<file path="src/common/ahb_pkg.sv">
package ahb_pkg;

    // ------------------------------
    // Bus encodings
    // ------------------------------

    localparam logic [1:0] HTRANS_IDLE   = 2'b00;
    localparam logic [1:0] HTRANS_BUSY   = 2'b01;
    localparam logic [1:0] HTRANS_NONSEQ = 2'b10;
    localparam logic [1:0] HTRANS_SEQ    = 2'b11;

    localparam logic [2:0] HSIZE_BYTE = 3'b000;
    localparam logic [2:0] HSIZE_HALF = 3'b001;
    localparam logic [2:0] HSIZE_WORD = 3'b010;

    localparam logic HRESP_OKAY  = 1'b0;
    localparam logic HRESP_ERROR = 1'b1;

    // ------------------------------
    // Memory map
    // ------------------------------

    // 1024 words of on-chip RAM, 4 KB in all
    localparam int RAM_ADDR_WIDTH = 10;

    localparam logic [31:0] RAM_BASE = 32'h0000_0000;
    localparam logic [31:0] RAM_MASK = 32'hFFFF_F000;

    localparam logic [31:0] GPIO_BASE = 32'h1F80_0000;
    localparam logic [31:0] GPIO_MASK = 32'hFFFF_F000;

    localparam int RAM_WAIT_STATES = 1;

    // ------------------------------
    // GPIO registers
    // ------------------------------

    // Switches and buttons are read only, the LED registers read and write
    localparam logic [7:0] GPIO_SWITCHES_OFS   = 8'h00;
    localparam logic [7:0] GPIO_BUTTONS_OFS    = 8'h04;
    localparam logic [7:0] GPIO_RED_LEDS_OFS   = 8'h08;
    localparam logic [7:0] GPIO_GREEN_LEDS_OFS = 8'h0C;

    localparam int N_SWITCHES   = 16;
    localparam int N_BUTTONS    = 4;
    localparam int N_RED_LEDS   = 16;
    localparam int N_GREEN_LEDS = 8;

    // Position of each slave in the select vector
    localparam int SLAVE_RAM  = 0;
    localparam int SLAVE_GPIO = 1;
    localparam int N_SLAVES   = 2;

endpackage

</file>
<file path="src/common/ahb_slave_if.sv">
`timescale 1ns/10ps

interface ahb_slave_if;

    // Address phase, driven by the fabric
    logic        hsel;
    logic [31:0] haddr;
    logic [1:0]  htrans;
    logic        hwrite;
    logic [2:0]  hsize;
    logic [31:0] hwdata;

    // Slave response for the data phase
    logic [31:0] hrdata;
    logic        hreadyout;
    logic        hresp;

    // Bus-wide ready, fed back to every slave
    logic        hready;

    modport slave (
        input  hsel, haddr, htrans, hwrite, hsize, hwdata, hready,
        output hrdata, hreadyout, hresp
    );

    modport fabric (
        output hsel, haddr, htrans, hwrite, hsize, hwdata, hready,
        input  hrdata, hreadyout, hresp
    );

endinterface

</file>
<file path="src/source/ahb_slave_select.sv">
`timescale 1ns/10ps

module ahb_slave_select (
    input  logic         HCLK,
    input  logic         reset,
    input  logic [31:0]  haddr,
    input  logic [1:0]   htrans,
    input  logic         hwrite,
    input  logic [2:0]   hsize,
    input  logic [31:0]  hwdata,
    output logic [31:0]  hrdata,
    output logic         hready,
    output logic         hresp,
    ahb_slave_if.fabric  ram,
    ahb_slave_if.fabric  gpio
);

    typedef enum logic {
        ERR_FIRST,
        ERR_SECOND
    } err_state_t;

    logic                         trans_valid;
    logic [ahb_pkg::N_SLAVES-1:0] sel;
    logic                         unmapped;
    logic [ahb_pkg::N_SLAVES-1:0] sel_q;
    logic                         unmapped_q;
    err_state_t                   err_state;

    // ------------------------------
    // Address decode
    // ------------------------------

    assign trans_valid = (htrans == ahb_pkg::HTRANS_NONSEQ) || (htrans == ahb_pkg::HTRANS_SEQ);

    assign sel[ahb_pkg::SLAVE_RAM]  = trans_valid &&
                                      ((haddr & ahb_pkg::RAM_MASK) == ahb_pkg::RAM_BASE);
    assign sel[ahb_pkg::SLAVE_GPIO] = trans_valid &&
                                      ((haddr & ahb_pkg::GPIO_MASK) == ahb_pkg::GPIO_BASE);

    assign unmapped = trans_valid && (sel == '0);

    // Both slaves see the same address phase, only hsel differs
    assign ram.hsel    = sel[ahb_pkg::SLAVE_RAM];
    assign ram.haddr   = haddr;
    assign ram.htrans  = htrans;
    assign ram.hwrite  = hwrite;
    assign ram.hsize   = hsize;
    assign ram.hwdata  = hwdata;
    assign ram.hready  = hready;

    assign gpio.hsel   = sel[ahb_pkg::SLAVE_GPIO];
    assign gpio.haddr  = haddr;
    assign gpio.htrans = htrans;
    assign gpio.hwrite = hwrite;
    assign gpio.hsize  = hsize;
    assign gpio.hwdata = hwdata;
    assign gpio.hready = hready;

    // ------------------------------
    // Data phase select
    // ------------------------------

    always_ff @(posedge HCLK) begin
        if (reset) begin
            sel_q      <= '0;
            unmapped_q <= 1'b0;
            err_state  <= ERR_FIRST;
        end else if (hready) begin
            sel_q      <= sel;
            unmapped_q <= unmapped;
            err_state  <= ERR_FIRST;
        end else if (unmapped_q) begin
            // First error cycle is over, release the bus on the next one
            err_state  <= ERR_SECOND;
        end
    end

    // ------------------------------
    // Response multiplexer
    // ------------------------------

    always_comb begin
        if (unmapped_q) begin
            hrdata = 32'h0;
            hready = (err_state == ERR_SECOND);
            hresp  = ahb_pkg::HRESP_ERROR;
        end else if (sel_q[ahb_pkg::SLAVE_RAM]) begin
            hrdata = ram.hrdata;
            hready = ram.hreadyout;
            hresp  = ram.hresp;
        end else if (sel_q[ahb_pkg::SLAVE_GPIO]) begin
            hrdata = gpio.hrdata;
            hready = gpio.hreadyout;
            hresp  = gpio.hresp;
        end else begin
            // IDLE and BUSY transfers complete at once
            hrdata = 32'h0;
            hready = 1'b1;
            hresp  = ahb_pkg::HRESP_OKAY;
        end
    end

endmodule

</file>
<file path="src/flat_wrapper.sv">
// flat-port wrapper written by rule: the top's interface ports become plain ports
module ahb_slave_select_flat 
  (HCLK, reset, haddr, htrans, hwrite, hsize, hwdata, hrdata, hready, hresp, ram_hsel, ram_haddr, ram_htrans, ram_hwrite, ram_hsize, ram_hwdata, ram_hready, ram_hrdata, ram_hreadyout, ram_hresp, gpio_hsel, gpio_haddr, gpio_htrans, gpio_hwrite, gpio_hsize, gpio_hwdata, gpio_hready, gpio_hrdata, gpio_hreadyout, gpio_hresp);
  ahb_slave_if ram_i ();
  ahb_slave_if gpio_i ();
  input  logic HCLK;
  input  logic reset;
  input  logic [31:0] haddr;
  input  logic [1:0] htrans;
  input  logic hwrite;
  input  logic [2:0] hsize;
  input  logic [31:0] hwdata;
  output logic [31:0] hrdata;
  output logic hready;
  output logic hresp;
  output wire logic [$bits(ram_i.hsel)-1:0] ram_hsel;
  output wire logic [$bits(ram_i.haddr)-1:0] ram_haddr;
  output wire logic [$bits(ram_i.htrans)-1:0] ram_htrans;
  output wire logic [$bits(ram_i.hwrite)-1:0] ram_hwrite;
  output wire logic [$bits(ram_i.hsize)-1:0] ram_hsize;
  output wire logic [$bits(ram_i.hwdata)-1:0] ram_hwdata;
  output wire logic [$bits(ram_i.hready)-1:0] ram_hready;
  input wire logic [$bits(ram_i.hrdata)-1:0] ram_hrdata;
  input wire logic [$bits(ram_i.hreadyout)-1:0] ram_hreadyout;
  input wire logic [$bits(ram_i.hresp)-1:0] ram_hresp;
  output wire logic [$bits(gpio_i.hsel)-1:0] gpio_hsel;
  output wire logic [$bits(gpio_i.haddr)-1:0] gpio_haddr;
  output wire logic [$bits(gpio_i.htrans)-1:0] gpio_htrans;
  output wire logic [$bits(gpio_i.hwrite)-1:0] gpio_hwrite;
  output wire logic [$bits(gpio_i.hsize)-1:0] gpio_hsize;
  output wire logic [$bits(gpio_i.hwdata)-1:0] gpio_hwdata;
  output wire logic [$bits(gpio_i.hready)-1:0] gpio_hready;
  input wire logic [$bits(gpio_i.hrdata)-1:0] gpio_hrdata;
  input wire logic [$bits(gpio_i.hreadyout)-1:0] gpio_hreadyout;
  input wire logic [$bits(gpio_i.hresp)-1:0] gpio_hresp;
  assign ram_hsel = ram_i.hsel;
  assign ram_haddr = ram_i.haddr;
  assign ram_htrans = ram_i.htrans;
  assign ram_hwrite = ram_i.hwrite;
  assign ram_hsize = ram_i.hsize;
  assign ram_hwdata = ram_i.hwdata;
  assign ram_hready = ram_i.hready;
  assign ram_i.hrdata = ram_hrdata;
  assign ram_i.hreadyout = ram_hreadyout;
  assign ram_i.hresp = ram_hresp;
  assign gpio_hsel = gpio_i.hsel;
  assign gpio_haddr = gpio_i.haddr;
  assign gpio_htrans = gpio_i.htrans;
  assign gpio_hwrite = gpio_i.hwrite;
  assign gpio_hsize = gpio_i.hsize;
  assign gpio_hwdata = gpio_i.hwdata;
  assign gpio_hready = gpio_i.hready;
  assign gpio_i.hrdata = gpio_hrdata;
  assign gpio_i.hreadyout = gpio_hreadyout;
  assign gpio_i.hresp = gpio_hresp;
  ahb_slave_select u_core (.HCLK(HCLK), .reset(reset), .haddr(haddr), .htrans(htrans), .hwrite(hwrite), .hsize(hsize), .hwdata(hwdata), .hrdata(hrdata), .hready(hready), .hresp(hresp), .ram(ram_i), .gpio(gpio_i));
endmodule
</file>
<file path="config.mk">
export PLATFORM = sky130hd
export DESIGN_NAME = ahb_slave_select_flat
export DESIGN_NICKNAME = d
export VERILOG_FILES = /design/src/common/ahb_pkg.sv /design/src/common/ahb_slave_if.sv /design/src/source/ahb_slave_select.sv /design/src/flat_wrapper.sv
export SDC_FILE = /design/constraint.sdc
export NUM_CORES = 1
export LEC_CHECK = 0
export CAP_MARGIN = 5
export CORE_AREA = 4 4 123 125
export CTS_CLUSTER_DIAMETER = 150
export CTS_CLUSTER_SIZE = 30
export DETAILED_ROUTE_END_ITERATION = 8
export DIE_AREA = 0 0 127 129
export DONT_BUFFER_PORTS = 1
export GPL_TIMING_DRIVEN = 0
export HOLD_SLACK_MARGIN = 0.15
export SETUP_SLACK_MARGIN = 0.15
export SLEW_MARGIN = 20
export SYNTH_ARGS = -nofsm -noshare
export SYNTH_HDL_FRONTEND = slang
export SYNTH_SLANG_ARGS = --single-unit
</file>
<file path="constraint.sdc">
create_clock -name HCLK -period 1.6 [get_ports HCLK]
set_clock_uncertainty 0.15 [all_clocks]
set_input_delay 0.08 -clock HCLK [delete_from_list [all_inputs] [get_ports HCLK]]
set_output_delay 0.08 -clock HCLK [all_outputs]
set_load 0.03 [all_outputs]
</file>
==> flow_metrics.tcl, run 1 <==
set metrics [dict create \
    cts_sinks 4 \
    dr_wl_met3_um 1138 \
    switching_share 0.4618 \
    crit_type "reg2out" \
    syn_avg_cell_area_um2 7.036 \
    min_period_over_period 1.139 \
    status "finished, violations left" \
    fin_util 0.2663 \
    start_util 0.1277 \
    min_path_type "in2reg" \
    fp.dieW_um 127 \
    netlist_area_um2 1773 \
    p_seq_frac 0.068 \
    mostFrequentLayoutCell "buf_4" \
    slew_headroom 0.5235 \
    pin_count 318 \
    finalSetupViolCount 39 \
    worst-slew-pin-transition_ns 0.7147 \
    netlist_instances 252 \
    cts_tree "yes" \
    gr-total-overflow 0 \
    rsz0062_at_grt "yes" \
    max_freq_ghz 0.5487 \
    crit_required_ns 1.37 \
    dp_hpwl_um 6942 \
    drive_gt1_frac 0.7042 \
    dieArea_um2 16380 \
    leakage_nw 1.514 \
    syn_to_final_growth_pct 108.5 \
    setup_slack_ns -0.2224 \
    final_antenna_net_count 0 \
    violations "setup timing" \
    fill_cells 1449 \
    path_max_fanout 6 \
    highest_layer "met4" \
    multi_input_area_um2 1020 \
    finalNonFillerCells 535 \
    comb_power_share 0.685 \
    vias 2057 \
    gp_congestion 0.7074 \
    port_buffers 0 \
    synth_nets 392 \
    antenna_found_initial 0 \
    place_ws_ns -0.2801 \
    grt_pass1_wl_um 12530 \
    wirelength_um 9559 \
    internal_power_mw 0.8518 \
    drc_errors 0 \
    grt_pass1_vias 2184 \
    clkPwrFrac 0.247 \
    synth.distinct_cells 25 \
    drtIter0Drc 41 \
    wl_met1_um 2634 \
    yosys_register_bits 4 \
    finalMaxSlewViolations 0 \
    num-nets-final 497 \
    ys_seq_area_frac 0.04517 \
    root_buffer "clkbuf_16" \
    crit_arrival_ns 1.59 \
    rows 43 \
    clk_pin_slew_worst_paths_ns 0.03 \
    max_cap_violations 0 \
    end_kind "primary output" \
    crit_path_start_kind "flop" \
    track_usage 0.09837 \
    yosys_warnings 0 \
    met2WireLength_um 5689 \
    cts.path.max_buffers 2 \
    vias_per_cell 3.845 \
    dp_cells 432 \
    wl_per_cell_um 17.87 \
    diodes 0 \
    htree_levels 1 \
    power.switching_mw 0.7308 \
    grt_max_degree 12 \
    die_h_um 129 \
    dr.pass1.iters 4 \
    coreArea_um2 13880 \
    mostFrequentLayoutCells "146 x buf_4, 78 x dlygate4sd3_1, 32 x nor2_4" \
    clock_latency_ns 0.23 \
    timing.final.crit_period_ns 1.822 \
    finalHoldViolCount 0 \
    holdWs_ns 0.08820 \
    powerDensity_nw_per_um2 428.2 \
    vdd_ir_drop_max_v 0.0001946 \
    seq_area_um2 81.33 \
    cts_made_buffers 3 \
]
cells in the mapped netlist (all sizes together):
| master | count | area share |
|---|---|---|
| nand3 | 1 | 0.0028 |
| nand2 | 3 | 0.0064 |
| nand2b | 2 | 0.0071 |
| nor4 | 3 | 0.011 |
| nor4b | 1 | 0.0049 |
| clkbuf | 7 | 0.015 |
| nand4 | 2 | 0.0071 |
| a221o | 1 | 0.0056 |
| nor3b | 1 | 0.0071 |
| and4 | 1 | 0.0049 |
| nor2 | 36 | 0.076 |
| nor3 | 2 | 0.0056 |
| buf | 147 | 0.62 |
| nand3b | 1 | 0.0042 |
| a22oi | 32 | 0.14 |
| and3 | 1 | 0.0035 |
| and2 | 1 | 0.0035 |
| a21oi | 2 | 0.0056 |
| o31ai | 2 | 0.019 |
| nor2b | 2 | 0.011 |
| dfxtp | 4 | 0.045 |
final cells by class:
cell class	instances	share of cell area
sequential	4	0.02200
timing repair buffer	99	0.2850
buffer	154	0.3358
clock buffer	3	0.02031
tap	180	0.06093
multi-input combinational	95	0.2759
power by group through the flow:
stage / clock [mW] / sequential (mW) / combinational (mW)
after floorplan: 0 / 0.107 / 0.767
after global placement: 0 / 0.108 / 0.837
after detailed placement: 0 / 0.108 / 0.834
after CTS: 0.396 / 0.107 / 1.07
after global routing: 0.405 / 0.108 / 1.13
final: 0.392 / 0.107 / 1.08
per-layer routing:
metal	GRT usage	vias to the layer above
met5	0	-
met4	0.02271	0
met3	0.03072	11
met2	0.2133	185
met1	0.08526	941
li1	-	920
worst max-delay path, stage by stage, from the launching register on:
cell and delay (ns):
dfxtp_2 0.30, buf_6 0.12, nor2b_4 0.13, o31ai_4 0.58
buf_6 0.22
final timing paths:
path	startpoint	to	slack, ns	cells after the start
worst max-delay path	u_core.sel_q[0]	hready	-0.22	4
worst min-delay path	gpio_hreadyout	u_core.err_state	0.09	3
worst max register to register	u_core.sel_q[0]	u_core.unmapped_q	-0.18	5
worst min register to register	u_core.sel_q[1]	u_core.sel_q[1]	0.35	2
cell families (layout without fill, tap and decap cells):
group	count (synthesis)	count (layout)	synth area share
buffers and inverters	154	256	0.6337
and+or+nand+nor	57	57	0.1553
AOI/OAI and AO/OA	37	38	0.1658
DFF	4	4	0.04517
sequential cells by signal, indices dropped and copies added, names as in the netlist:
signal	cells
u_core.err_state	1
u_core.sel_q	2
u_core.unmapped_q	1
timing repair:
action	CTS	global route
setup buffers	10	4
endpoints found under the setup margin	40	42
gates resized for setup	93	29
pin swaps	13	19
hold buffers	80	2
gates cloned	4	0
hold endpoints to repair	129	3
stage by stage:
step / setup TNS (ns) / total power [mW] / instance area, um2
2_1_floorplan: 0 / 0.8747 / 1852
3_3_place_gp: -3.651 / 0.9448 / 2077
3_5_place_dp: -4.285 / 0.9422 / 2077
4_1_cts: -5.025 / 1.571 / 3531
5_1_grt: -6.104 / 1.645 / 3696
6_report: -3.587 / 1.583 / 3696
(Power assumes the default switching activity.)
==> run 2: changes to the inputs <==
--- a/config.mk
+++ b/config.mk
@@ -5,15 +5,17 @@
 export SDC_FILE = /design/constraint.sdc
 export NUM_CORES = 1
 export LEC_CHECK = 0
+export ABC_AREA = 1
 export CAP_MARGIN = 5
-export CORE_AREA = 4 4 123 125
+export CORE_AREA = 4 4 122 124
 export CTS_CLUSTER_DIAMETER = 150
 export CTS_CLUSTER_SIZE = 30
 export DETAILED_ROUTE_END_ITERATION = 8
-export DIE_AREA = 0 0 127 129
+export DIE_AREA = 0 0 126 128
 export DONT_BUFFER_PORTS = 1
 export GPL_TIMING_DRIVEN = 0
 export HOLD_SLACK_MARGIN = 0.15
+export REMOVE_ABC_BUFFERS = 1
 export SETUP_SLACK_MARGIN = 0.15
 export SLEW_MARGIN = 20
 export SYNTH_ARGS = -nofsm -noshare
==> flow_metrics.tcl, run 2 <==
set metrics [dict create \
    crit_path_start_kind "flop" \
    yosys_register_bits 4 \
    yosys_warnings 0 \
    crit_slowest_cell "dfxtp_4" \
    path_max_fanout 6 \
    grt_pass1_wl_um 16550 \
    clk_pin_slew_worst_paths_ns 0.03 \
    netlist_area_um2 1868 \
    cts_sinks 4 \
    synthTopCellsByCount "145 x buf_4, 75 x nand2_1, 34 x a21oi_1" \
    holdWs_ns -0.05968 \
    synth_area_leaders "buf_4 58%, nand2_1 15%, a21oi_1 9.1%, dfxtp_1 4.3%, nor2_1 3.8%" \
    status "finished, violations left" \
    rsz0062_at_grt "yes" \
    crit_chain "buf_16 -> nor2_8 -> buf_12 -> nand2_4 -> a21oi_4" \
    vias 1782 \
    setup_slack_ns -0.05726 \
    synth_top_area_cell "buf_4" \
    max_cap_violations 0 \
    grt_max_degree 18 \
    slew_headroom 0.4188 \
    pin_count 318 \
    crit_required_ns 1.37 \
    antenna_found_initial 0 \
    wirelength_um 13220 \
    vias_per_cell 4.173 \
    leakage_nw 0.9286 \
    cts_tree "yes" \
    total_power_mw 2.111 \
    min_path_type "in2reg" \
    synth-edff-count 0 \
    timing.final.crit_period_ns 1.657 \
    synthMostInstantiatedCell "buf_4" \
    wl_per_cell_um 30.96 \
    gr-total-overflow 0 \
    vdd_ir_drop_max_v 0.0005493 \
    finalSetupTns_ns -0.6999 \
    synth.distinct_cells 17 \
    max_freq_ghz 0.6034 \
    top_register "u_core.sel_q" \
    track_usage 0.1501 \
    dr.pass1.iters 4 \
    htree_levels 1 \
    grt_pass1_vias 1874 \
    cts_made_buffers 3 \
    final_antenna_net_count 0 \
    mostFrequentLayoutCells "70 x dlygate4sd3_1, 46 x nand2_1, 32 x a21oi_4" \
    crit_arrival_ns 1.43 \
    cts.path.max_buffers 2 \
    min_period_over_period 1.036 \
    reg2reg_slack_ns -0.05 \
    finalHoldViolCount 1 \
    synth_ff_type "dfxtp_1" \
    violations "hold timing, setup timing" \
    worst-slew-pin-transition_ns 0.8689 \
    fp.dieW_um 126 \
    root_buffer "clkbuf_16" \
    diodes 0 \
    powerDensity_nw_per_um2 812.3 \
    synthArstFlopShare 0 \
    clock_latency_ns 0.23 \
    start_util 0.1356 \
    reg_top3 "u_core.sel_q (2), u_core.err_state (1), u_core.unmapped_q (1)" \
    port_buffers 0 \
    die_h_um 128 \
    gp_congestion 0.6949 \
    fin_util 0.1887 \
    yosysTopAreaCellShare 0.5827 \
    crit_type "reg2out" \
    rows 43 \
    ys_seq_area_frac 0.04287 \
    coreArea_um2 13770 \
    dieArea_um2 16130 \
    end_kind "primary output" \
    drc_errors 0 \
    syn_avg_cell_area_um2 6.085 \
    drtIter0Drc 48 \
    dp_hpwl_um 8012 \
    mostFrequentLayoutCell "dlygate4sd3_1" \
    netlist_instances 307 \
    syn_to_final_growth_pct 39.12 \
    largest_reg_flops 2 \
    max_stage_delay_ns 0.35 \
    finalMaxSlewViolations 0 \
    finalSetupViolCount 23 \
    num-nets-final 389 \
    drive_gt1_frac 0.4049 \
]
run 2: cell types whose count changed after synthesis, sizes merged, moves of 3 or more:
cell / delta
a21oi: +32
nor2: -16
clkbuf: -4
buf: +3
o21ai: +3
inv: +10
a22oi: -31
nand2: +74
nor4: -3
nand3: +3
run 2: what timing repair did:
item                                    CTS  global route
endpoints found under the setup margin   40            41
cloned                                    3             1
setup buffers                            16             0
gates resized for setup                 101            36
hold buffers                             68             2
pin swaps                                16            23
endpoints found under the hold margin   149            30
run 2: cell families after synthesis:
kind of cell	after synthesis	share of synthesized area
buf+inv	163	0.6256
simple gates	102	0.2284
compound gates	38	0.1031
flops	4	0.04287
run 2: final timing paths:
check | start | end | depth (start not counted)
worst max-delay path | u_core.sel_q[0] | hrdata[26] | 5
worst min-delay path | htrans[1] | u_core.unmapped_q | 4
worst max register to register | u_core.sel_q[0] | u_core.unmapped_q | 10
worst min register to register | u_core.err_state | u_core.err_state | 2
run 2: critical path: cells and delay by family (launching register included):
family / cells / cell delay (ns)
simple gates: 2 / 0.24
compound gates: 1 / 0.29
flops: 1 / 0.35
buf+inv: 2 / 0.30
run 2: area by class of cell:
cell class                      instances  area (um2)
Inverter                               10       42.54
Clock buffer                            3       75.07
Fill cell                            1506       11170
Tap cell                              180       225.2
Timing Repair Buffer                   88       962.2
Multi-Input combinational cell        142        1205
Sequential cell                         4       88.84
run 2: layer usage:
metal / track usage / share of wire
met1: 0.1711 / 0.38
met2: 0.2047 / 0.40
met3: 0.1388 / 0.20
met4: 0.03091 / 0.017
met5: 0.01858 / 0.0054
run 2: stage by stage:
step / instance area, um2 / setup WS (ns) / std cells
finish: 2599 / -0.05726 / 427
global route: 2599 / -0.1008 / 427
CTS: 2436 / -0.05023 / 424
detailed placement: 964.7 / -0.6229 / 334
global placement: 962.2 / -1.116 / 334
floorplan: 737.0 / -0.4383 / 154
run 2: power by group:
part	total, mW	switching (mW)	internal (mW)
combinational	1.58	1.14	0.443
sequential	0.133	0.0193	0.114
clock	0.398	0.0779	0.320
