$ cat config.mk
export PLATFORM = sky130hd
export DESIGN_NAME = ahb_gpio_slave_flat
export DESIGN_NICKNAME = d
export VERILOG_FILES = /design/src/common/ahb_pkg.sv /design/src/common/ahb_slave_if.sv /design/src/gpio/ahb_gpio_slave.sv /design/src/flat_wrapper.sv
export SDC_FILE = /design/constraint.sdc
export NUM_CORES = 1
export LEC_CHECK = 0
export ABC_AREA = 1
export BUFFER_PORTS_ARGS = -buffer_cell sky130_fd_sc_hd__buf_2
export CAP_MARGIN = 20
export CORE_AREA = 4 4 100 74
export CTS_CLUSTER_SIZE = 16
export DETAILED_ROUTE_END_ITERATION = 8
export DIE_AREA = 0 0 104 78
export PLACE_DENSITY = 0.83
export SLEW_MARGIN = 20
export SYNTH_ARGS = -nofsm -noshare
export SYNTH_HDL_FRONTEND = slang
export SYNTH_SLANG_ARGS = --single-unit
$ cat constraint.sdc
create_clock -name HCLK -period 1.96 [get_ports HCLK]
set_input_delay 0.294 -clock HCLK [delete_from_list [all_inputs] [get_ports HCLK]]
set_output_delay 0.294 -clock HCLK [all_outputs]
set_load 0.005 [all_outputs]
$ cat src/common/ahb_pkg.sv
package ahb_pkg;

    // ------------------------------
    // Bus encodings
    // ------------------------------

    localparam logic [1:0] HTRANS_IDLE   = 2'b00;
    localparam logic [1:0] HTRANS_BUSY   = 2'b01;
    localparam logic [1:0] HTRANS_NONSEQ = 2'b10;
    localparam logic [1:0] HTRANS_SEQ    = 2'b11;

    localparam logic [2:0] HSIZE_BYTE = 3'b000;
    localparam logic [2:0] HSIZE_HALF = 3'b001;
    localparam logic [2:0] HSIZE_WORD = 3'b010;

    localparam logic HRESP_OKAY  = 1'b0;
    localparam logic HRESP_ERROR = 1'b1;

    // ------------------------------
    // Memory map
    // ------------------------------

    // 1024 words of on-chip RAM, 4 KB in all
    localparam int RAM_ADDR_WIDTH = 10;

    localparam logic [31:0] RAM_BASE = 32'h0000_0000;
    localparam logic [31:0] RAM_MASK = 32'hFFFF_F000;

    localparam logic [31:0] GPIO_BASE = 32'h1F80_0000;
    localparam logic [31:0] GPIO_MASK = 32'hFFFF_F000;

    localparam int RAM_WAIT_STATES = 1;

    // ------------------------------
    // GPIO registers
    // ------------------------------

    // Switches and buttons are read only, the LED registers read and write
    localparam logic [7:0] GPIO_SWITCHES_OFS   = 8'h00;
    localparam logic [7:0] GPIO_BUTTONS_OFS    = 8'h04;
    localparam logic [7:0] GPIO_RED_LEDS_OFS   = 8'h08;
    localparam logic [7:0] GPIO_GREEN_LEDS_OFS = 8'h0C;

    localparam int N_SWITCHES   = 16;
    localparam int N_BUTTONS    = 4;
    localparam int N_RED_LEDS   = 16;
    localparam int N_GREEN_LEDS = 8;

    // Position of each slave in the select vector
    localparam int SLAVE_RAM  = 0;
    localparam int SLAVE_GPIO = 1;
    localparam int N_SLAVES   = 2;

endpackage

$ cat src/common/ahb_slave_if.sv
`timescale 1ns/10ps

interface ahb_slave_if;

    // Address phase, driven by the fabric
    logic        hsel;
    logic [31:0] haddr;
    logic [1:0]  htrans;
    logic        hwrite;
    logic [2:0]  hsize;
    logic [31:0] hwdata;

    // Slave response for the data phase
    logic [31:0] hrdata;
    logic        hreadyout;
    logic        hresp;

    // Bus-wide ready, fed back to every slave
    logic        hready;

    modport slave (
        input  hsel, haddr, htrans, hwrite, hsize, hwdata, hready,
        output hrdata, hreadyout, hresp
    );

    modport fabric (
        output hsel, haddr, htrans, hwrite, hsize, hwdata, hready,
        input  hrdata, hreadyout, hresp
    );

endinterface

$ cat src/gpio/ahb_gpio_slave.sv
`timescale 1ns/10ps

module ahb_gpio_slave (
    input  logic                             HCLK,
    input  logic                             reset,
    ahb_slave_if.slave                       bus,
    input  logic [ahb_pkg::N_SWITCHES-1:0]   switches,
    input  logic [ahb_pkg::N_BUTTONS-1:0]    buttons,
    output logic [ahb_pkg::N_RED_LEDS-1:0]   red_leds,
    output logic [ahb_pkg::N_GREEN_LEDS-1:0] green_leds
);

    logic [ahb_pkg::N_SWITCHES-1:0] sw_meta;
    logic [ahb_pkg::N_SWITCHES-1:0] sw_sync;
    logic [ahb_pkg::N_BUTTONS-1:0]  btn_meta;
    logic [ahb_pkg::N_BUTTONS-1:0]  btn_sync;

    logic        accept;
    logic        active_q;
    logic        write_q;
    logic [2:0]  size_q;
    logic [31:0] ofs_q;
    logic        word_write;

    // ------------------------------
    // Input synchronizers
    // ------------------------------

    always_ff @(posedge HCLK) begin
        sw_meta  <= switches;
        sw_sync  <= sw_meta;
        btn_meta <= buttons;
        btn_sync <= btn_meta;
    end

    // ------------------------------
    // Bus side
    // ------------------------------

    assign accept = bus.hsel && bus.hready && bus.htrans[1];

    always_ff @(posedge HCLK) begin
        if (reset) begin
            active_q <= 1'b0;
        end else if (bus.hready) begin
            active_q <= accept;
        end
    end

    // Only the offset inside the 4 KB region matters from here on
    always_ff @(posedge HCLK) begin
        if (accept) begin
            write_q <= bus.hwrite;
            size_q  <= bus.hsize;
            ofs_q   <= bus.haddr & ~ahb_pkg::GPIO_MASK;
        end
    end

    assign word_write = active_q && write_q && bus.hready && (size_q == ahb_pkg::HSIZE_WORD);

    always_ff @(posedge HCLK) begin
        if (reset) begin
            red_leds   <= '0;
            green_leds <= '0;
        end else if (word_write) begin
            if (ofs_q == 32'(ahb_pkg::GPIO_RED_LEDS_OFS)) begin
                red_leds <= bus.hwdata[ahb_pkg::N_RED_LEDS-1:0];
            end
            if (ofs_q == 32'(ahb_pkg::GPIO_GREEN_LEDS_OFS)) begin
                green_leds <= bus.hwdata[ahb_pkg::N_GREEN_LEDS-1:0];
            end
        end
    end

    // Unused offsets read as zero
    always_comb begin
        case (ofs_q)
            32'(ahb_pkg::GPIO_SWITCHES_OFS):   bus.hrdata = 32'(sw_sync);
            32'(ahb_pkg::GPIO_BUTTONS_OFS):    bus.hrdata = 32'(btn_sync);
            32'(ahb_pkg::GPIO_RED_LEDS_OFS):   bus.hrdata = 32'(red_leds);
            32'(ahb_pkg::GPIO_GREEN_LEDS_OFS): bus.hrdata = 32'(green_leds);
            default:                           bus.hrdata = 32'h0;
        endcase
    end

    assign bus.hreadyout = 1'b1;
    assign bus.hresp     = ahb_pkg::HRESP_OKAY;

endmodule

$ cat src/flat_wrapper.sv
// flat-port wrapper written by rule: the top's interface ports become plain ports
module ahb_gpio_slave_flat 
  (HCLK, reset, switches, buttons, red_leds, green_leds, bus_hsel, bus_haddr, bus_htrans, bus_hwrite, bus_hsize, bus_hwdata, bus_hready, bus_hrdata, bus_hreadyout, bus_hresp);
  ahb_slave_if bus_i ();
  input  logic HCLK;
  input  logic reset;
  input  logic [ahb_pkg::N_SWITCHES-1:0] switches;
  input  logic [ahb_pkg::N_BUTTONS-1:0] buttons;
  output logic [ahb_pkg::N_RED_LEDS-1:0] red_leds;
  output logic [ahb_pkg::N_GREEN_LEDS-1:0] green_leds;
  input wire logic [$bits(bus_i.hsel)-1:0] bus_hsel;
  input wire logic [$bits(bus_i.haddr)-1:0] bus_haddr;
  input wire logic [$bits(bus_i.htrans)-1:0] bus_htrans;
  input wire logic [$bits(bus_i.hwrite)-1:0] bus_hwrite;
  input wire logic [$bits(bus_i.hsize)-1:0] bus_hsize;
  input wire logic [$bits(bus_i.hwdata)-1:0] bus_hwdata;
  input wire logic [$bits(bus_i.hready)-1:0] bus_hready;
  output wire logic [$bits(bus_i.hrdata)-1:0] bus_hrdata;
  output wire logic [$bits(bus_i.hreadyout)-1:0] bus_hreadyout;
  output wire logic [$bits(bus_i.hresp)-1:0] bus_hresp;
  assign bus_i.hsel = bus_hsel;
  assign bus_i.haddr = bus_haddr;
  assign bus_i.htrans = bus_htrans;
  assign bus_i.hwrite = bus_hwrite;
  assign bus_i.hsize = bus_hsize;
  assign bus_i.hwdata = bus_hwdata;
  assign bus_i.hready = bus_hready;
  assign bus_hrdata = bus_i.hrdata;
  assign bus_hreadyout = bus_i.hreadyout;
  assign bus_hresp = bus_i.hresp;
  ahb_gpio_slave u_core (.HCLK(HCLK), .reset(reset), .bus(bus_i), .switches(switches), .buttons(buttons), .red_leds(red_leds), .green_leds(green_leds));
endmodule
==> summary.md, run 1 <==
| Metric | Value |
|---|---|
| Initial antenna violation count | `0` |
| Via count | `about 2500` |
| Layout Skew | `around 0.0091 ns` |
| Routed wl met3 | `between 500 and 600 µm` |
| Top sig layer | `met4` |
| Die Height | `78 µm` |
| Longest Clk Path Bufs | `2` |
| Worst Hold Depth | `1` |
| Total gr overflow | `0` |
| DRT Pass-1 Iters | `7` |
| Final #Nets | `between 500 and 600` |
| Total wire length | `slightly above 7 mm` |
| Post-Place Setup Slack | `0.105 ns` |
| TritonCTS clock tree | `yes` |
| CORE AREA | `6510 µm²` |
| DR WL met2 | `3.31 mm` |
| Total power draw | `3.08 mW` |
| Post-synthesis cell type count | `21` |
| DR WL/cell | `12.8 µm` |
| CTS H-tree lvls | `3` |
| RSZ-0062 raised after global routing | `yes` |
| Clk Latency, worst-skew pair | `0.36 ns` |
| Area after DPL | `approximately 3600 µm²` |
| Area delta synth->final | `27.8%` |
| Final slew viol count | `0` |
| CP delay by family, top | `simple AND/OR/NAND/NOR gates` |
| Max VDD drop | `~550 µV` |
| Worst slew margin | `59.4%` |
| Leak Pwr | `2.01 nW` |
| Startpoint class of the critical path | `flop` |
| Sequential fraction of the synthesis area | `a little under 60%` |
| IO Count | `152` |
| Max stage delay on crit path | `0.38 ns` |
| Slew @ Worst Pin | `0.608 ns` |
| Violated checks | `setup timing` |
| Port bufs | `96` |
| Synth Instances | `between 300 and 400` |
| Hold WC Path Type | `input port to flop` |
| DR vias/cell | `4.54` |
| M1 WL | `3.11 mm` |
| Clock-pin slew on the worst setup and hold paths | `0.09 ns` |
| Final Setup Violations | `16` |
| Die ar. | `approximately 8100 µm²` |
| Die W | `approximately 100 µm` |
| Tcrit/Tclk final | `105%` |
| ANT cells | `0` |
| Largest net degree at the start of global routing | `25` |
| Synthesis Warnings | `0` |
| Layout filler cell count | `610` |
| #FFs+latches synth | `81` |
| Required time worst endpoint | `1.67 ns` |
| Post-route setup slack | `-0.106 ns` |
| Non-Filler Instances | `roughly 550` |
| Worst-path cell chain | `nor2_1 > nand2_1 > nor2_4 > and2_4 > buf_12 > nand2_4 > o21ai_2 > buf_2` |
| Status | `finished with violations` |
| Syn Std Cell Area | `3080 µm²` |
| CTS Sinks | `81` |
| Fin. Hold Viols | `0` |
| Crit Path Max Fanout | `6` |
| Critical path depth | `8` |
| Total of max-cap violations | `0` |
| Dpl hpwl | `5.08 mm` |
| Fmax | `around 480 MHz` |
| R2r worst-path depth | `9` |
| Gp weighted congestion | `0.809` |
| Worst EP arrival | `about 1.8 ns` |
| GRT Resource Usage Total | `17.8%` |
| First-pass GRT wire length | `around 11 mm` |
| Critical-path top delay cell | `edfxtp_1` |
| Cell Rows | `25` |
| Crit end category | `primary output` |
| Layout cells sized above 1 | `31.9%` |
| Worst Path Buf+Inv | `2` |
| DR iter-0 viols | `77` |
| Design area | `3940 µm²` |
| Post-DRT Antenna Nets | `0` |
| Pwr dens | `782 nW/µm²` |
| Mean post-synth cell area | `8.55 µm²` |
| # DRC | `0` |
| Total CTS buffers | `9` |
| Initial Util | `47.3%` |
| Min Tclk post-route | `2.07 ns` |
| Crit Path Category | `flop to primary output` |
| Vias in the first global route | `2424` |
| Root Driver | `clkbuf_8` |
| Placed Cells | `532` |
## cell usage after synthesis
cell,number,area share [%]
inv_1,73,8.9
o21ai_0,8,1.3
edfxtp_1,16,16
buf_2,9,1.5
nor3_1,1,0.16
nand3_4,1,0.57
buf_6,1,0.37
and2_1,2,0.41
nand4_1,28,5.7
a21oi_1,1,0.16
conb_1,2,0.24
nor2_4,2,0.73
nor3_2,1,0.33
dfxtp_1,65,42
nor2_1,29,3.5
buf_4,19,4.6
buf_1,2,0.24
nand3_1,23,3.7
nand3_2,1,0.33
nor2_2,1,0.20
nand2_1,75,9.1
## path summary, 6_finish.rpt
kind	end	startpoint	slack, ns
max	bus_hrdata[15]	u_core.ofs_q[9]$_DFFE_PP_	-0.11
min	u_core.sw_meta[2]$_DFF_P_	switches[2]	0.03
min reg2reg	u_core.btn_sync[2]$_DFF_P_	u_core.btn_meta[2]$_DFF_P_	0.33
max reg2reg	u_core.red_leds[11]$_SDFFE_PP0P_	u_core.ofs_q[9]$_DFFE_PP_	0.26
## kinds of logic (layout without fill, tap and decap cells)
group / count (synthesis) / after routing / synth area share, %
flip-flops: 81 / 81 / 57.9
buffers and inverters: 104 / 198 / 15.6
other: 2 / 18 / 0.244
AO/OA/AOI/OAI: 9 / 9 / 1.46
AND/OR/NAND/NOR: 164 / 164 / 24.8
## timing repair
| action | 4_1_cts | 5_1_grt |
|---|---|---|
| gates resized for setup | 11 | 31 |
| gates cloned | 1 | 0 |
| hold endpoints to repair | 0 | 1 |
| pin swaps | 3 | 3 |
| setup buffers | 1 | 0 |
| setup endpoints to repair | 16 | 16 |
| hold buffers | 0 | 1 |
## metrics by stage
stage | hold WS, ns | utilization [%] | TNS [ns]
after floorplan | 0.310 | - | 0
final | 0.0295 | 60.5 | -1.34
after CTS | 0.00934 | 58.8 | -1.03
after detailed placement | 0.312 | 55.4 | 0
after global routing | 0.000201 | 60.5 | -3.89
after global placement | 0.310 | 55.4 | 0
## per-layer routing
| metal | track usage [%] | vias up |
|---|---|---|
| li1 | - | 1284 |
| met3 | 5.99 | 7 |
| met2 | 29.7 | 96 |
| met4 | 5.98 | 0 |
| met1 | 21.6 | 1114 |
| met5 | 0 | - |
## state kept, by name, indices dropped and copies added, names as in the netlist
register	flops
u_core.size_q	3
u_core.green_leds	8
u_core.btn_meta	4
u_core.btn_sync	4
u_core.sw_meta	16
u_core.sw_sync	16
u_core.red_leds	16
u_core.active_q	1
u_core.ofs_q	12
u_core.write_q	1
## power by group
| part | internal, mW | switching (mW) |
|---|---|---|
| combinational | 0.0575 | 0.0669 |
| clock | 0.502 | 0.672 |
| sequential | 1.76 | 0.0184 |
| total | 2.32 | 0.758 |
## placed cells by master, fill, tap and decap left out, drive strengths merged, types with 8 or more instances in the layout
cell,count
buf,108
clkbuf,9
conb,18
dfxtp,65
edfxtp,16
inv,79
nand2,75
nand3,25
nand4,28
nor2,32
o21ai,8
## final cells by class
cell class	instances	area, µm²	area share (%)
tap	81	101	2.58
inverter	73	274	6.96
clock inverter	7	68.8	1.75
timing repair buffer	109	631	16.0
clock buffer	9	124	3.15
multi-input combinational	191	955	24.3
sequential	81	1780	45.3
Power figures use the tool's default switching activity.
==> inputs of run 2 (changes only) <==
Settings changed: ABC_AREA 1 to 0, CORE_AREA 4 4 100 74 to 4 4 98 72, DIE_AREA 0 0 104 78 to 0 0 102 76.
==> summary.md, run 2 <==
| Metric | Value |
|---|---|
| Status | `finished with violations (unchanged)` |
| Violated checks | `setup timing (unchanged)` |
| Synth top area share | `45.6% (was 42.3%)` |
| Port bufs | `96 (unchanged)` |
| Final #Nets | `448 (was 559)` |
| Int Pwr | `2.42 mW (was 2.32 mW)` |
| Leak Pwr | `1.66 nW (was 2.01 nW)` |
| Sw Ratio | `22.1% (was 24.6%)` |
| Layout cells sized above 1 | `42.6% (was 31.9%)` |
| CORE AREA | `6130 µm² (was 6510 µm²)` |
| Die Height | `76 µm (was 78 µm)` |
| Part of the power in the clock network | `38.2% (about the same)` |
| Required time worst endpoint | `1.67 ns (about the same)` |
| IO Count | `152 (unchanged)` |
| #FFs+latches synth | `81 (unchanged)` |
| DR iter-0 viols | `131 (was 77)` |
| Mean post-synth cell area | `11.4 µm² (was 8.55 µm²)` |
| Synthesis Warnings | `0 (unchanged)` |
| GRT Resource Usage Total | `17.1% (was 17.8%)` |
| Most common cell after layout, fill and taps aside | `buf_2 (unchanged)` |
| Largest regs | `u_core.red_leds (16), u_core.sw_meta (16), u_core.sw_sync (16) (unchanged)` |
| Clock-pin slew on the worst setup and hold paths | `0.09 ns (about the same)` |
| Worst EP arrival | `1.79 ns (was 1.77 ns)` |
| Worst Path Buf+Inv | `3 (was 2)` |
| Critical-path top delay cell | `edfxtp_1 (unchanged)` |
| CTS Sinks | `81 (unchanged)` |
| ANT cells | `0 (unchanged)` |
| Dpl hpwl | `4.60 mm (was 5.08 mm)` |
| Fin. Hold Viols | `0 (unchanged)` |
| Crit Path Category | `flop to primary output (unchanged)` |
| TritonCTS clock tree | `yes (unchanged)` |
| Sequential fraction of the synthesis area | `62.4% (was 57.9%)` |
| GR Layer Usage met2 | `27.2% (was 29.7%)` |
| Largest cells by area after synthesis | `dfxtp_1 46%, edfxtp_1 17%, nand4_1 5.5% (was dfxtp_1 42%, edfxtp_1 16%, nand2_1 9.1%)` |
| Crit Path Max Fanout | `4 (was 6)` |
| M3 GR Usage | `7.32% (was 5.99%)` |
| # DRC | `0 (unchanged)` |
| Tcrit/Tclk final | `106% (was 105%)` |
| Total wire length | `6.95 mm (was 7.05 mm)` |
| Grt peak-use layer | `met2 (unchanged)` |
| Total of max-cap violations | `0 (unchanged)` |
| Design area | `3780 µm² (was 3940 µm²)` |
| Max stage delay on crit path | `0.42 ns (was 0.38 ns)` |
| Post-route setup slack | `-0.122 ns (was -0.106 ns)` |
| Crit end category | `primary output (unchanged)` |
| Max VDD drop | `496 µV (was 551 µV)` |
| Part of the power in registers | `57.1% (was 57.8%)` |
| Largest net degree at the start of global routing | `37 (was 25)` |
| Die W | `102 µm (was 104 µm)` |
| Post-synthesis cell type count | `23 (was 21)` |
| Count leader, synth | `dfxtp_1 (was nand2_1)` |
| Combinational share of power | `4.7% (was 4.0%)` |
| DR WL/cell | `15.9 µm (was 12.8 µm)` |
| Pwr dens | `823 nW/µm² (was 782 nW/µm²)` |
| DRT Pass-1 Iters | `4 (was 7)` |
| Layout Skew | `0.0120 ns (was 0.00911 ns)` |
| Area delta synth->final | `32.5% (was 27.8%)` |
| Synth Instances | `250 (was 360)` |
| Commonest cells after routing, fill and taps aside | `94 x buf_2, 65 x dfxtp_1, 28 x a21oi_1 (was 95 x buf_2, 72 x inv_1, 65 x nand2_1, 65 x dfxtp_1, 29 x nor2_1)` |
| Initial antenna violation count | `0 (unchanged)` |
| First-pass GRT wire length | `10.2 mm (was 11.3 mm)` |
| Root Driver | `clkbuf_8 (unchanged)` |
| Post-Place Setup Slack | `0.123 ns (was 0.105 ns)` |
| RSZ-0062 raised after global routing | `yes (unchanged)` |
| Final slew viol count | `0 (unchanged)` |
| Die ar. | `7750 µm² (was 8110 µm²)` |
| Syn Std Cell Area | `2850 µm² (was 3080 µm²)` |
| Min Tclk post-route | `2.08 ns (was 2.07 ns)` |
| Final Setup Violations | `12 (was 16)` |
| Hold slack | `0.0398 ns (was 0.0295 ns)` |
| Longest Clk Path Bufs | `2 (unchanged)` |
| Via count | `2258 (was 2501)` |
| Cell Rows | `24 (was 25)` |
| Total gr overflow | `0 (unchanged)` |
| DR vias/cell | `5.17 (was 4.54)` |
| Grt met1 use | `20.2% (was 21.6%)` |
| NetSw | `0.689 mW (was 0.758 mW)` |
| Startpoint class of the critical path | `flop (unchanged)` |
| Vias in the first global route | `2116 (was 2424)` |
| Ys flop type | `dfxtp_1 (unchanged)` |
| Hold WC Path Type | `input port to flop (unchanged)` |
| EDFF count, synth | `16 (unchanged)` |
| Worst-path cell chain | `nor4_4 > nand4_1 > buf_6 > clkbuf_16 > nor3_2 > buf_2 (was nor2_1 > nand2_1 > nor2_4 > and2_4 > buf_12 > nand2_4 > o21ai_2 > buf_2)` |
| Total CTS buffers | `9 (unchanged)` |
| Area after DPL | `3340 µm² (was 3600 µm²)` |
| Post-DRT Antenna Nets | `0 (unchanged)` |
| Cell taking the most area after synthesis | `dfxtp_1 (unchanged)` |
| Fmax | `480 MHz (was 484 MHz)` |
| Async S/R FF share, synth | `0% (unchanged)` |
| Synth top cells by count | `65 x dfxtp_1, 29 x a21oi_1, 25 x nand4_1 (was 75 x nand2_1, 73 x inv_1, 65 x dfxtp_1)` |
| CP delay by family, top | `simple AND/OR/NAND/NOR gates (unchanged)` |
| Initial Util | `46.6% (was 47.3%)` |
| Slew @ Worst Pin | `0.694 ns (was 0.608 ns)` |
| CTS H-tree lvls | `3 (unchanged)` |
| Clk Latency, worst-skew pair | `0.35 ns (was 0.36 ns)` |
| Worst slew margin | `53.7% (was 59.4%)` |
| Gp weighted congestion | `0.762 (was 0.809)` |
[run 2: path summary, 6_finish.rpt]
check / startpoint / endpoint / slack, ns / cells past startpoint
hold / removal: switches[13] / u_core.sw_meta[13]$_DFF_P_ / 0.04 / 1
setup / recovery: u_core.ofs_q[6]$_DFFE_PP_ / bus_hrdata[9] / -0.12 / 6
setup reg to reg: u_core.ofs_q[2]$_DFFE_PP_ / u_core.green_leds[4]$_SDFFE_PP0P_ / 0.19 / 5
hold reg to reg: u_core.sw_meta[10]$_DFF_P_ / u_core.sw_sync[10]$_DFF_P_ / 0.33 / 0
[run 2: per-stage QoR]
stage	instances	power, mW	setup TNS [ns]	utilization [%]
finish	437	3.11	-1.02	61.7
global route	437	3.24	-2.72	61.7
CTS	429	3.14	-1.08	58.0
detailed placement	412	1.95	0	54.5
global placement	412	1.95	0	54.5
floorplan	266	1.90	0	-
[run 2: cells by family (layout without fill, tap and decap cells)]
logic type | Yosys count | in the layout | share of synthesized area [%]
other cells | 2 | 18 | 0.263
simple gates | 59 | 59 | 12.1
compound gates | 53 | 53 | 9.29
mux | 16 | 16 | 7.37
buf+inv | 39 | 132 | 8.59
flops | 81 | 81 | 62.4
[run 2: layer usage]
metal  part of all wire (%)  up-vias  wire [µm]
met3                     11       17        745
met4                    1.9        0        131
met5                      0        -          0
met1                     39     1053       2720
li1                       -     1067          -
met2                     48      121       3350
[run 2: what timing repair did]
item | in CTS | in global routing
pin swaps | 3 | 15
gates resized for setup | 5 | 25
hold buffers | 0 | 0
endpoints found under the setup margin | 16 | 21
setup buffers | 1 | 5
cloned | 0 | 3
[run 2: power by group through the flow]
| stage | sequential [mW] | clock (mW) | combinational (mW) |
|---|---|---|---|
| 2_1_floorplan | 1.81 | 0 | 0.0926 |
| 3_3_place_gp | 1.81 | 0 | 0.135 |
| 3_5_place_dp | 1.81 | 0 | 0.138 |
| 4_1_cts | 1.77 | 1.22 | 0.139 |
| 5_1_grt | 1.78 | 1.29 | 0.163 |
| 6_report | 1.78 | 1.19 | 0.147 |
[run 2: area by class of cell]
class	instances	area [µm²]
clock buffer	10	128
clock inverter	6	67.6
fill	507	2340
inverter	1	3.75
multi-input combinational	146	987
sequential	81	1780
tap	78	97.6
timing repair buffer	115	717
